===== config.mk =====
export PLATFORM = sky130hd
export DESIGN_NAME = fp32_mul
export DESIGN_NICKNAME = d
export VERILOG_FILES = /design/src/logic/fp32_pkg.sv /design/src/logic/fp32_decode.sv /design/src/logic/fp32_mul.sv /design/src/logic/fp32_norm_round.sv /design/src/logic/fp32_sig_mul.sv
export VERILOG_INCLUDE_DIRS = /design/src /design/src/include
export SDC_FILE = /design/constraint.sdc
export NUM_CORES = 2
export LEC_CHECK = 0
export ABC_AREA = 1
export BUFFER_PORTS_ARGS = -buffer_cell sky130_fd_sc_hd__clkbuf_2
export CAP_MARGIN = 20
export CORE_UTILIZATION = 49
export DETAILED_ROUTE_END_ITERATION = 8
export MAX_ROUTING_LAYER = met4
export PLACE_DENSITY = 0.63
export REMOVE_ABC_BUFFERS = 1
export SYNTH_ARGS = -nofsm -noshare
export SYNTH_HDL_FRONTEND = slang
export SYNTH_SLANG_ARGS = --single-unit

===== constraint.sdc =====
create_clock -name clk -period 19.73 [get_ports clk]
set_clock_uncertainty 0.15 [all_clocks]
set_input_delay 3.946 -clock clk [delete_from_list [all_inputs] [get_ports clk]]
set_output_delay 3.946 -clock clk [all_outputs]
set_load 0.005 [all_outputs]

===== src/include/fp32_consts.svh =====
`ifndef FP32_CONSTS_SVH
`define FP32_CONSTS_SVH

// Field widths of the FP32 word
`define FP32_WORD_BITS  32
`define FP32_EXP_BITS   8
`define FP32_FRAC_BITS  23

// Exponent bias and the all-ones exponent used for Inf and NaN
`define FP32_BIAS       127
`define FP32_EXP_MAX    255

// Canonical quiet NaN
`define FP32_QNAN       32'h7FC0_0000

// Latency from accepting a pair to its result
`define FP32_PIPE_DEPTH 3

`endif


===== src/logic/fp32_pkg.sv =====
`default_nettype none

package fp32_pkg;

    `include "fp32_consts.svh"

    typedef logic [`FP32_WORD_BITS-1:0] fp32_word_t;        // Packed sign/exp/frac word
    typedef logic [`FP32_EXP_BITS-1:0] fp32_exp_t;          // Biased exponent field
    typedef logic [`FP32_FRAC_BITS-1:0] fp32_frac_t;        // Stored fraction
    typedef logic [`FP32_FRAC_BITS:0] fp32_sig_t;           // Fraction with hidden one
    typedef logic [2*(`FP32_FRAC_BITS+1)-1:0] fp32_prod_t;  // Full significand product

    // Working exponent, wide enough for -125 .. +384 with no wrap
    typedef logic signed [`FP32_EXP_BITS+1:0] fp32_wexp_t;

    // Operand class after decode
    typedef enum logic [1:0] {
        cls_zero,
        cls_normal,
        cls_inf,
        cls_nan
    } fp32_class_t;

endpackage

`default_nettype wire


===== src/logic/fp32_decode.sv =====
`timescale 1ns/1ps
`default_nettype none

`include "fp32_consts.svh"

module fp32_decode import fp32_pkg::*; (
    input  logic        clk,
    input  logic        rst_n,
    input  fp32_word_t  a,
    input  fp32_word_t  b,
    input  logic        in_valid,
    output logic        s1_valid,
    output logic        a_sign,
    output logic        b_sign,
    output fp32_exp_t   a_exp,
    output fp32_exp_t   b_exp,
    output fp32_sig_t   a_sig,
    output fp32_sig_t   b_sig,
    output fp32_class_t a_cls,
    output fp32_class_t b_cls
);

    // Zero exponent field means zero here, subnormals are not kept
    function automatic fp32_class_t classify(input fp32_exp_t e, input fp32_frac_t f);
        if (e == '0)
            return cls_zero;
        else if (e == fp32_exp_t'(`FP32_EXP_MAX))
            return (f == '0) ? cls_inf : cls_nan;
        else
            return cls_normal;
    endfunction

    fp32_class_t a_cls_d;
    fp32_class_t b_cls_d;

    assign a_cls_d = classify(a[30:23], a[22:0]);
    assign b_cls_d = classify(b[30:23], b[22:0]);

    always_ff @(posedge clk or negedge rst_n) begin
        if (!rst_n)
            s1_valid <= 1'b0;
        else
            s1_valid <= in_valid;
    end

    always_ff @(posedge clk) begin
        if (in_valid) begin
            a_sign <= a[31];
            b_sign <= b[31];
            a_exp  <= a[30:23];
            b_exp  <= b[30:23];
            a_sig  <= {a_cls_d == cls_normal, a[22:0]};    // Hidden bit only for normals
            b_sig  <= {b_cls_d == cls_normal, b[22:0]};
            a_cls  <= a_cls_d;
            b_cls  <= b_cls_d;
        end
    end

endmodule

`default_nettype wire


===== src/logic/fp32_mul.sv =====
`timescale 1ns/1ps
`default_nettype none

module fp32_mul import fp32_pkg::*; (
    input  logic       clk,
    input  logic       rst_n,
    input  fp32_word_t a,
    input  fp32_word_t b,
    input  logic       in_valid,
    output logic       out_valid,
    output fp32_word_t result
);

    // Decode to multiply
    logic        s1_valid;
    logic        a_sign;
    logic        b_sign;
    fp32_exp_t   a_exp;
    fp32_exp_t   b_exp;
    fp32_sig_t   a_sig;
    fp32_sig_t   b_sig;
    fp32_class_t a_cls;
    fp32_class_t b_cls;

    // Multiply to round
    logic        s2_valid;
    logic        s2_sign;
    fp32_wexp_t  s2_exp;
    fp32_prod_t  s2_prod;
    logic        s2_special;
    fp32_word_t  s2_special_word;

    fp32_decode i_decode (.clk, .rst_n, .a, .b, .in_valid, .s1_valid,
        .a_sign, .b_sign, .a_exp, .b_exp, .a_sig, .b_sig, .a_cls, .b_cls);

    fp32_sig_mul i_sig_mul (.clk, .rst_n, .s1_valid,
        .a_sign, .b_sign, .a_exp, .b_exp, .a_sig, .b_sig, .a_cls, .b_cls,
        .s2_valid, .s2_sign, .s2_exp, .s2_prod, .s2_special, .s2_special_word);

    fp32_norm_round i_norm_round (.clk, .rst_n, .s2_valid, .s2_sign, .s2_exp,
        .s2_prod, .s2_special, .s2_special_word, .out_valid, .result);

endmodule

`default_nettype wire


===== src/logic/fp32_norm_round.sv =====
`timescale 1ns/1ps
`default_nettype none

`include "fp32_consts.svh"

module fp32_norm_round import fp32_pkg::*; (
    input  logic       clk,
    input  logic       rst_n,
    input  logic       s2_valid,
    input  logic       s2_sign,
    input  fp32_wexp_t s2_exp,
    input  fp32_prod_t s2_prod,
    input  logic       s2_special,
    input  fp32_word_t s2_special_word,
    output logic       out_valid,
    output fp32_word_t result
);

    fp32_prod_t               norm_prod;
    fp32_wexp_t               norm_exp;
    fp32_frac_t               frac_trunc;
    logic                     guard_bit;
    logic                     sticky_bit;
    logic                     round_up;
    logic [`FP32_FRAC_BITS:0] frac_sum;
    fp32_wexp_t               final_exp;
    logic                     overflow;
    logic                     underflow;
    fp32_word_t               result_d;

    // Product of two values in [1,2) lies in [1,4), so one shift is enough
    always_comb begin
        if (s2_prod[47]) begin
            norm_prod = s2_prod >> 1;
            norm_exp  = s2_exp + fp32_wexp_t'(1);
        end else begin
            norm_prod = s2_prod;
            norm_exp  = s2_exp;
        end
    end

    // Leading one now at bit 46
    assign frac_trunc = norm_prod[45:23];
    assign guard_bit  = norm_prod[22];
    assign sticky_bit = (|norm_prod[21:0]) | s2_prod[0];    // Bit 0 still counts after the shift

    // Nearest even: above half, or exactly half with odd LSB
    assign round_up = guard_bit & (sticky_bit | frac_trunc[0]);

    assign frac_sum = {1'b0, frac_trunc} + {{`FP32_FRAC_BITS{1'b0}}, round_up};

    // Carry out leaves a zero fraction and bumps the exponent
    assign final_exp = norm_exp + fp32_wexp_t'(frac_sum[`FP32_FRAC_BITS]);

    assign overflow  = final_exp >= fp32_wexp_t'(`FP32_EXP_MAX);
    assign underflow = final_exp <= fp32_wexp_t'(0);           // Flushed, no subnormals

    always_comb begin
        if (s2_special)
            result_d = s2_special_word;
        else if (overflow)
            result_d = {s2_sign, fp32_exp_t'(`FP32_EXP_MAX), fp32_frac_t'(0)};
        else if (underflow)
            result_d = {s2_sign, fp32_exp_t'(0), fp32_frac_t'(0)};
        else
            result_d = {s2_sign, final_exp[`FP32_EXP_BITS-1:0],
                        frac_sum[`FP32_FRAC_BITS-1:0]};
    end

    // Result holds its last value between outputs
    always_ff @(posedge clk or negedge rst_n) begin
        if (!rst_n) begin
            out_valid <= 1'b0;
            result    <= '0;
        end else begin
            out_valid <= s2_valid;
            if (s2_valid)
                result <= result_d;
        end
    end

endmodule

`default_nettype wire


===== src/logic/fp32_sig_mul.sv =====
`timescale 1ns/1ps
`default_nettype none

`include "fp32_consts.svh"

module fp32_sig_mul import fp32_pkg::*; (
    input  logic        clk,
    input  logic        rst_n,
    input  logic        s1_valid,
    input  logic        a_sign,
    input  logic        b_sign,
    input  fp32_exp_t   a_exp,
    input  fp32_exp_t   b_exp,
    input  fp32_sig_t   a_sig,
    input  fp32_sig_t   b_sig,
    input  fp32_class_t a_cls,
    input  fp32_class_t b_cls,
    output logic        s2_valid,
    output logic        s2_sign,
    output fp32_wexp_t  s2_exp,
    output fp32_prod_t  s2_prod,
    output logic        s2_special,
    output fp32_word_t  s2_special_word
);

    logic       sign_d;
    fp32_wexp_t exp_d;
    fp32_prod_t prod_d;
    logic       res_nan;
    logic       res_inf;
    logic       res_zero;
    fp32_word_t special_word_d;

    assign sign_d = a_sign ^ b_sign;

    // Biased sum minus one bias keeps the result biased
    assign exp_d = fp32_wexp_t'({2'b00, a_exp}) + fp32_wexp_t'({2'b00, b_exp})
                 - fp32_wexp_t'(`FP32_BIAS);

    assign prod_d = fp32_prod_t'(a_sig) * fp32_prod_t'(b_sig);    // 24x24 -> 48

    // NaN also covers Inf times zero
    assign res_nan  = (a_cls == cls_nan) || (b_cls == cls_nan)
                   || ((a_cls == cls_inf) && (b_cls == cls_zero))
                   || ((b_cls == cls_inf) && (a_cls == cls_zero));
    assign res_inf  = (a_cls == cls_inf) || (b_cls == cls_inf);
    assign res_zero = (a_cls == cls_zero) || (b_cls == cls_zero);

    always_comb begin
        if (res_nan)
            special_word_d = `FP32_QNAN;                            // Sign stays clear
        else if (res_inf)
            special_word_d = {sign_d, fp32_exp_t'(`FP32_EXP_MAX), fp32_frac_t'(0)};
        else
            special_word_d = {sign_d, fp32_exp_t'(0), fp32_frac_t'(0)};
    end

    always_ff @(posedge clk or negedge rst_n) begin
        if (!rst_n)
            s2_valid <= 1'b0;
        else
            s2_valid <= s1_valid;
    end

    always_ff @(posedge clk) begin
        if (s1_valid) begin
            s2_sign         <= sign_d;
            s2_exp          <= exp_d;
            s2_prod         <= prod_d;
            s2_special      <= res_nan | res_inf | res_zero;
            s2_special_word <= special_word_d;
        end
    end

endmodule

`default_nettype wire


==> implementation parameters <==
Parameter                              Value

Status
  Status ... completed

Min path
  Type of the worst min-delay path ... reg2reg
  Launch instance of the worst min-delay path ... i_sig_mul.s2_valid
  Worst hold path cell count ... 0
  Min-Delay Endpoint ... i_norm_round.out_valid

Floorplanning
  Die extent in y ... about 240 um
  Ports placed on the boundary ... 100
  DIE WIDTH ... roughly 240 um
  Core area ... between 50000 and 60000 sq um
  Standard-cell rows ... 86
  Initial core utilization ... 0.4963
  Full die area ... 56860 sq um

Drt
  Routed wire length ... 69.94 mm
  Post-route antenna net violation count ... 0
  Number of optimization iterations in the first detailed-route pass ... 6
  Routed length per placed instance ... around 17 um
  Via/cell ratio ... approximately 5
  Final routed DRC violation total ... 0
  Vias ... 20.68k
  Number of violations reported at the end of detailed-routing iteration 0 ... roughly 1.4k

Worst setup path
  Startpoint of the most critical register-to-register path ... i_decode.a_sig[13]
  Cell family with the largest share of critical-path delay ... adder cells
  FF-to-FF End ... i_sig_mul.s2_prod[28]
  Crit path largest cell delay ... ~1.0 ns
  Worst path buffer plus inverter count ... 7
  Number of logic stages on the critical path including buffering ... 23
  Kind of capture point of the worst setup path ... flop
  Crit path kind ... reg2reg
  Critical path, cell by cell ... nand2_1 -> fa_1 -> inv_1 -> fa_1 -> inv_1 -> fa_1 -> inv_1 -> fa_1 -> inv_1 -> fa_1 -> inv_1 -> fa_1 -> inv_1 -> fa_1 -> inv_1 -> ha_1 -> nand2_1 -> nor2_1 -> nand4_1 -> nor4_1 -> a21oi_1 -> o21ai_0 -> xor2_1
  Number of cells traversed by the worst register-to-register path ... 23
  Maximum net fanout on the critical path ... 24
  Data arrival time of the worst path ... 7.78 ns
  Endpoint required time on the critical path ... between 15 and 20 ns
  Critical path startpoint category ... flop
  Cell at the slowest stage of the critical path ... edfxtp_1
  R2R setup slack ... ~12 ns

Clock network
  Clock tree from TritonCTS ... built
  Resized cells post-CTS ... 0
  Root cell of the clock tree ... clkbuf_16
  Worst-skew pair later-pin latency ... ~0.46 ns
  Max Buffers Root-to-Sink ... 2
  Total setup buffers inserted after CTS ... 0
  CTS Buf Count ... 17
  Number of levels the H-tree was split into ... 4
  Number of buffers added to fix hold violations after cts ... 0
  Clock-pin slew of the registers on the worst-case setup and hold paths ... 0.08 ns
  Total clock sinks ... roughly 170

Logic synthesis
  Number of synthesized register bits ... about 170
  Post-synthesis instance area ... approximately 27000 sq um
  Share of the yosys chip area belonging to registers ... 0.1778
  Syn_area_per_cell ... just over 8 sq um
  Top cell types by occurrence after synthesis ... 984 x inv_1, 851 x nand2_1, 483 x fa_1
  Yosys top cell area share ... 0.3530
  Most numerous cell in the Yosys netlist ... inv_1
  Number of distinct library cell variants in the gate-level netlist after synthesis ... 48
  Most used flip-flop cell after synthesis ... edfxtp_1
  Yosys synthesis warning count ... 0
  Share of flip-flops with an asynchronous set or reset after synthesis ... 0.2083
  Cell type with the highest aggregate area in the netlist ... fa_1
  Ranking of synthesized cells by area ... fa_1 35%, edfxtp_1 15%, inv_1 13%, nand2_1 12%, ha_1 8.5%
  EDFF count, synth ... roughly 130
  Post-Syn Instances ... between 3k and 4k

GRT
  All-layer global routing usage ... 0.2739
  Wire length of the first global-routing pass ... between 100 and 150 mm
  Vias in the first global route ... around 22k
  Antenna violations before repair ... 0
  Overflow after GRT ... 0
  Pin count of the biggest net entering global routing ... 72

STA
  Final setup fails ... 0
  Setup repair after global routing missed its margin ... false
  Worst slew margin ... 0.2448
  Setup TNS Final ... 0 ns
  Hold_ws ... between 0.2 and 0.3 ns
  Final hold viol count ... 0
  Worst Max-Slew Pin Slew ... approximately 1.1 ns
  Tcrit/Tclk final ... 0.3879
  Post-layout min period ... ~7.7 ns
  Maximum frequency from static timing analysis ... 130.7 MHz
  Max-slew violation count ... 0

Layout
  Fraction of final layout cells with drive strength greater than 1 ... 0.05940
  Area delta synth->final ... 6.463%
  Antenna cell count ... 0
  Fill cell total of the finished layout ... roughly 5.2k
  Nets@finish ... 4091

Placed design
  HPWL Detailed ... roughly 57 mm
  Final weighted congestion in routability-driven placement ... about 1.0
  Count of port buffers added during placement ... 99

Run
  Number of violations of the max-capacitance limit ... 0
-- how the worst max path moves through the flow --
stage	endpoint	startpoint	slack [ns]
3_3_place_gp	i_sig_mul.s2_prod[24]	i_decode.a_sig[13]	12.25
6_report	i_sig_mul.s2_prod[28]	i_decode.a_sig[13]	12.08
3_5_place_dp	i_sig_mul.s2_prod[28]	i_decode.a_sig[13]	12.22
2_1_floorplan	i_sig_mul.s2_prod[28]	i_decode.a_sig[13]	13.40
5_1_grt	i_sig_mul.s2_prod[28]	i_decode.a_sig[13]	11.68
4_1_cts	i_sig_mul.s2_prod[28]	i_decode.a_sig[13]	12.18
-- worst reg2reg max path: stages, from the launching register on --
cell and delay (ns):
edfxtp_1 1.04, nand2_1 0.20, fa_1 0.58, inv_1 0.05, fa_1 0.47, inv_1 0.05
fa_1 0.53, inv_1 0.05, fa_1 0.50, inv_1 0.05, fa_1 0.52, inv_1 0.05
fa_1 0.47, inv_1 0.05, fa_1 0.48, inv_1 0.05, ha_1 0.39, nand2_1 0.12
nor2_1 0.16, nand4_1 0.21, nor4_1 0.59, a21oi_1 0.21, o21ai_0 0.23, xor2_1 0.28
-- through the flow --
step                      setup slack [ns]  utilization  cells  cell area (sq um)
after floorplan                      13.40            -   3219              26950
after global placement               12.25       0.5161   4080              28490
after detailed placement             12.22       0.5161   4080              28490
after CTS                            12.18       0.5269   4112              29080
after global routing                 11.68       0.5284   4115              29170
final                                12.08       0.5284   4115              29170
-- cells by family (layout without fill, tap and decap cells) --
family          Yosys count  after routing  synth area share
flops                   168            168            0.1778
fa+ha+maj               670            670            0.4384
simple gates           1127           1127            0.1674
mux                       2              2         0.0007764
buf+inv                1099           1140            0.1520
compound gates          186            186           0.04001
xor+xnor                 74             74           0.02366
-- area by class of cell --
type	instances	area, sq um	share of cell area
timing repair buffer	116	683.2	0.02342
tap	748	935.9	0.03209
clock inverter	11	97.59	0.003346
multi-input combinational	2059	18360	0.6295
sequential	168	4871	0.1670
inverter	992	3724	0.1277
clock buffer	21	494.2	0.01695
-- state kept, by name, summed over array words and instances, names as in the netlist, 2 cells and up --
| register | cells |
|---|---|
| i_decode.a_sig | 24 |
| i_sig_mul.s2_exp | 10 |
| i_decode.a_exp | 8 |
| i_norm_round.result | 32 |
| i_decode.b_sig | 24 |
| i_decode.b_cls | 2 |
| i_sig_mul.s2_prod | 48 |
| i_decode.a_cls | 2 |
| i_sig_mul.s2_special_word | 3 |
| i_decode.b_exp | 8 |
-- per-layer routing --
layer	routed length, um	vias up	share of wire	global-route usage
met3	3272	127	0.047	0.02869
met1	28420	10260	0.41	0.3297
met5	0	-	0	-
met2	35880	573	0.51	0.4774
met4	2370	0	0.034	0.09693
li1	-	9726	-	-
-- cells in the final DEF (no fill, tap or decap), drive strengths merged --
| cell | n |
|---|---|
| nand3 | 62 |
| a21o | 8 |
| clkbuf | 119 |
| dfrtp | 35 |
| nor4 | 23 |
| buf | 18 |
| and3 | 3 |
| a31o | 1 |
| a2111oi | 1 |
| xor2 | 53 |
| mux2i | 1 |
| o21bai | 5 |
| a221oi | 1 |
| o21a | 3 |
| mux2 | 1 |
| nor2 | 128 |
| o21ai | 84 |
| o221ai | 2 |
| o211ai | 2 |
| or2 | 3 |
| o31ai | 1 |
| inv | 999 |
| nand2 | 860 |
| a41oi | 2 |
| clkinv | 4 |
| nor3 | 17 |
| fa | 483 |
| a21boi | 5 |
| a31oi | 14 |
| a21oi | 56 |
| xnor2 | 21 |
| ha | 187 |
| a21bo | 1 |
| edfxtp | 133 |
| nand4 | 31 |
Power is not shown: default switching activity piles up to over one toggle a cycle in this logic, so the estimate is an artifact.
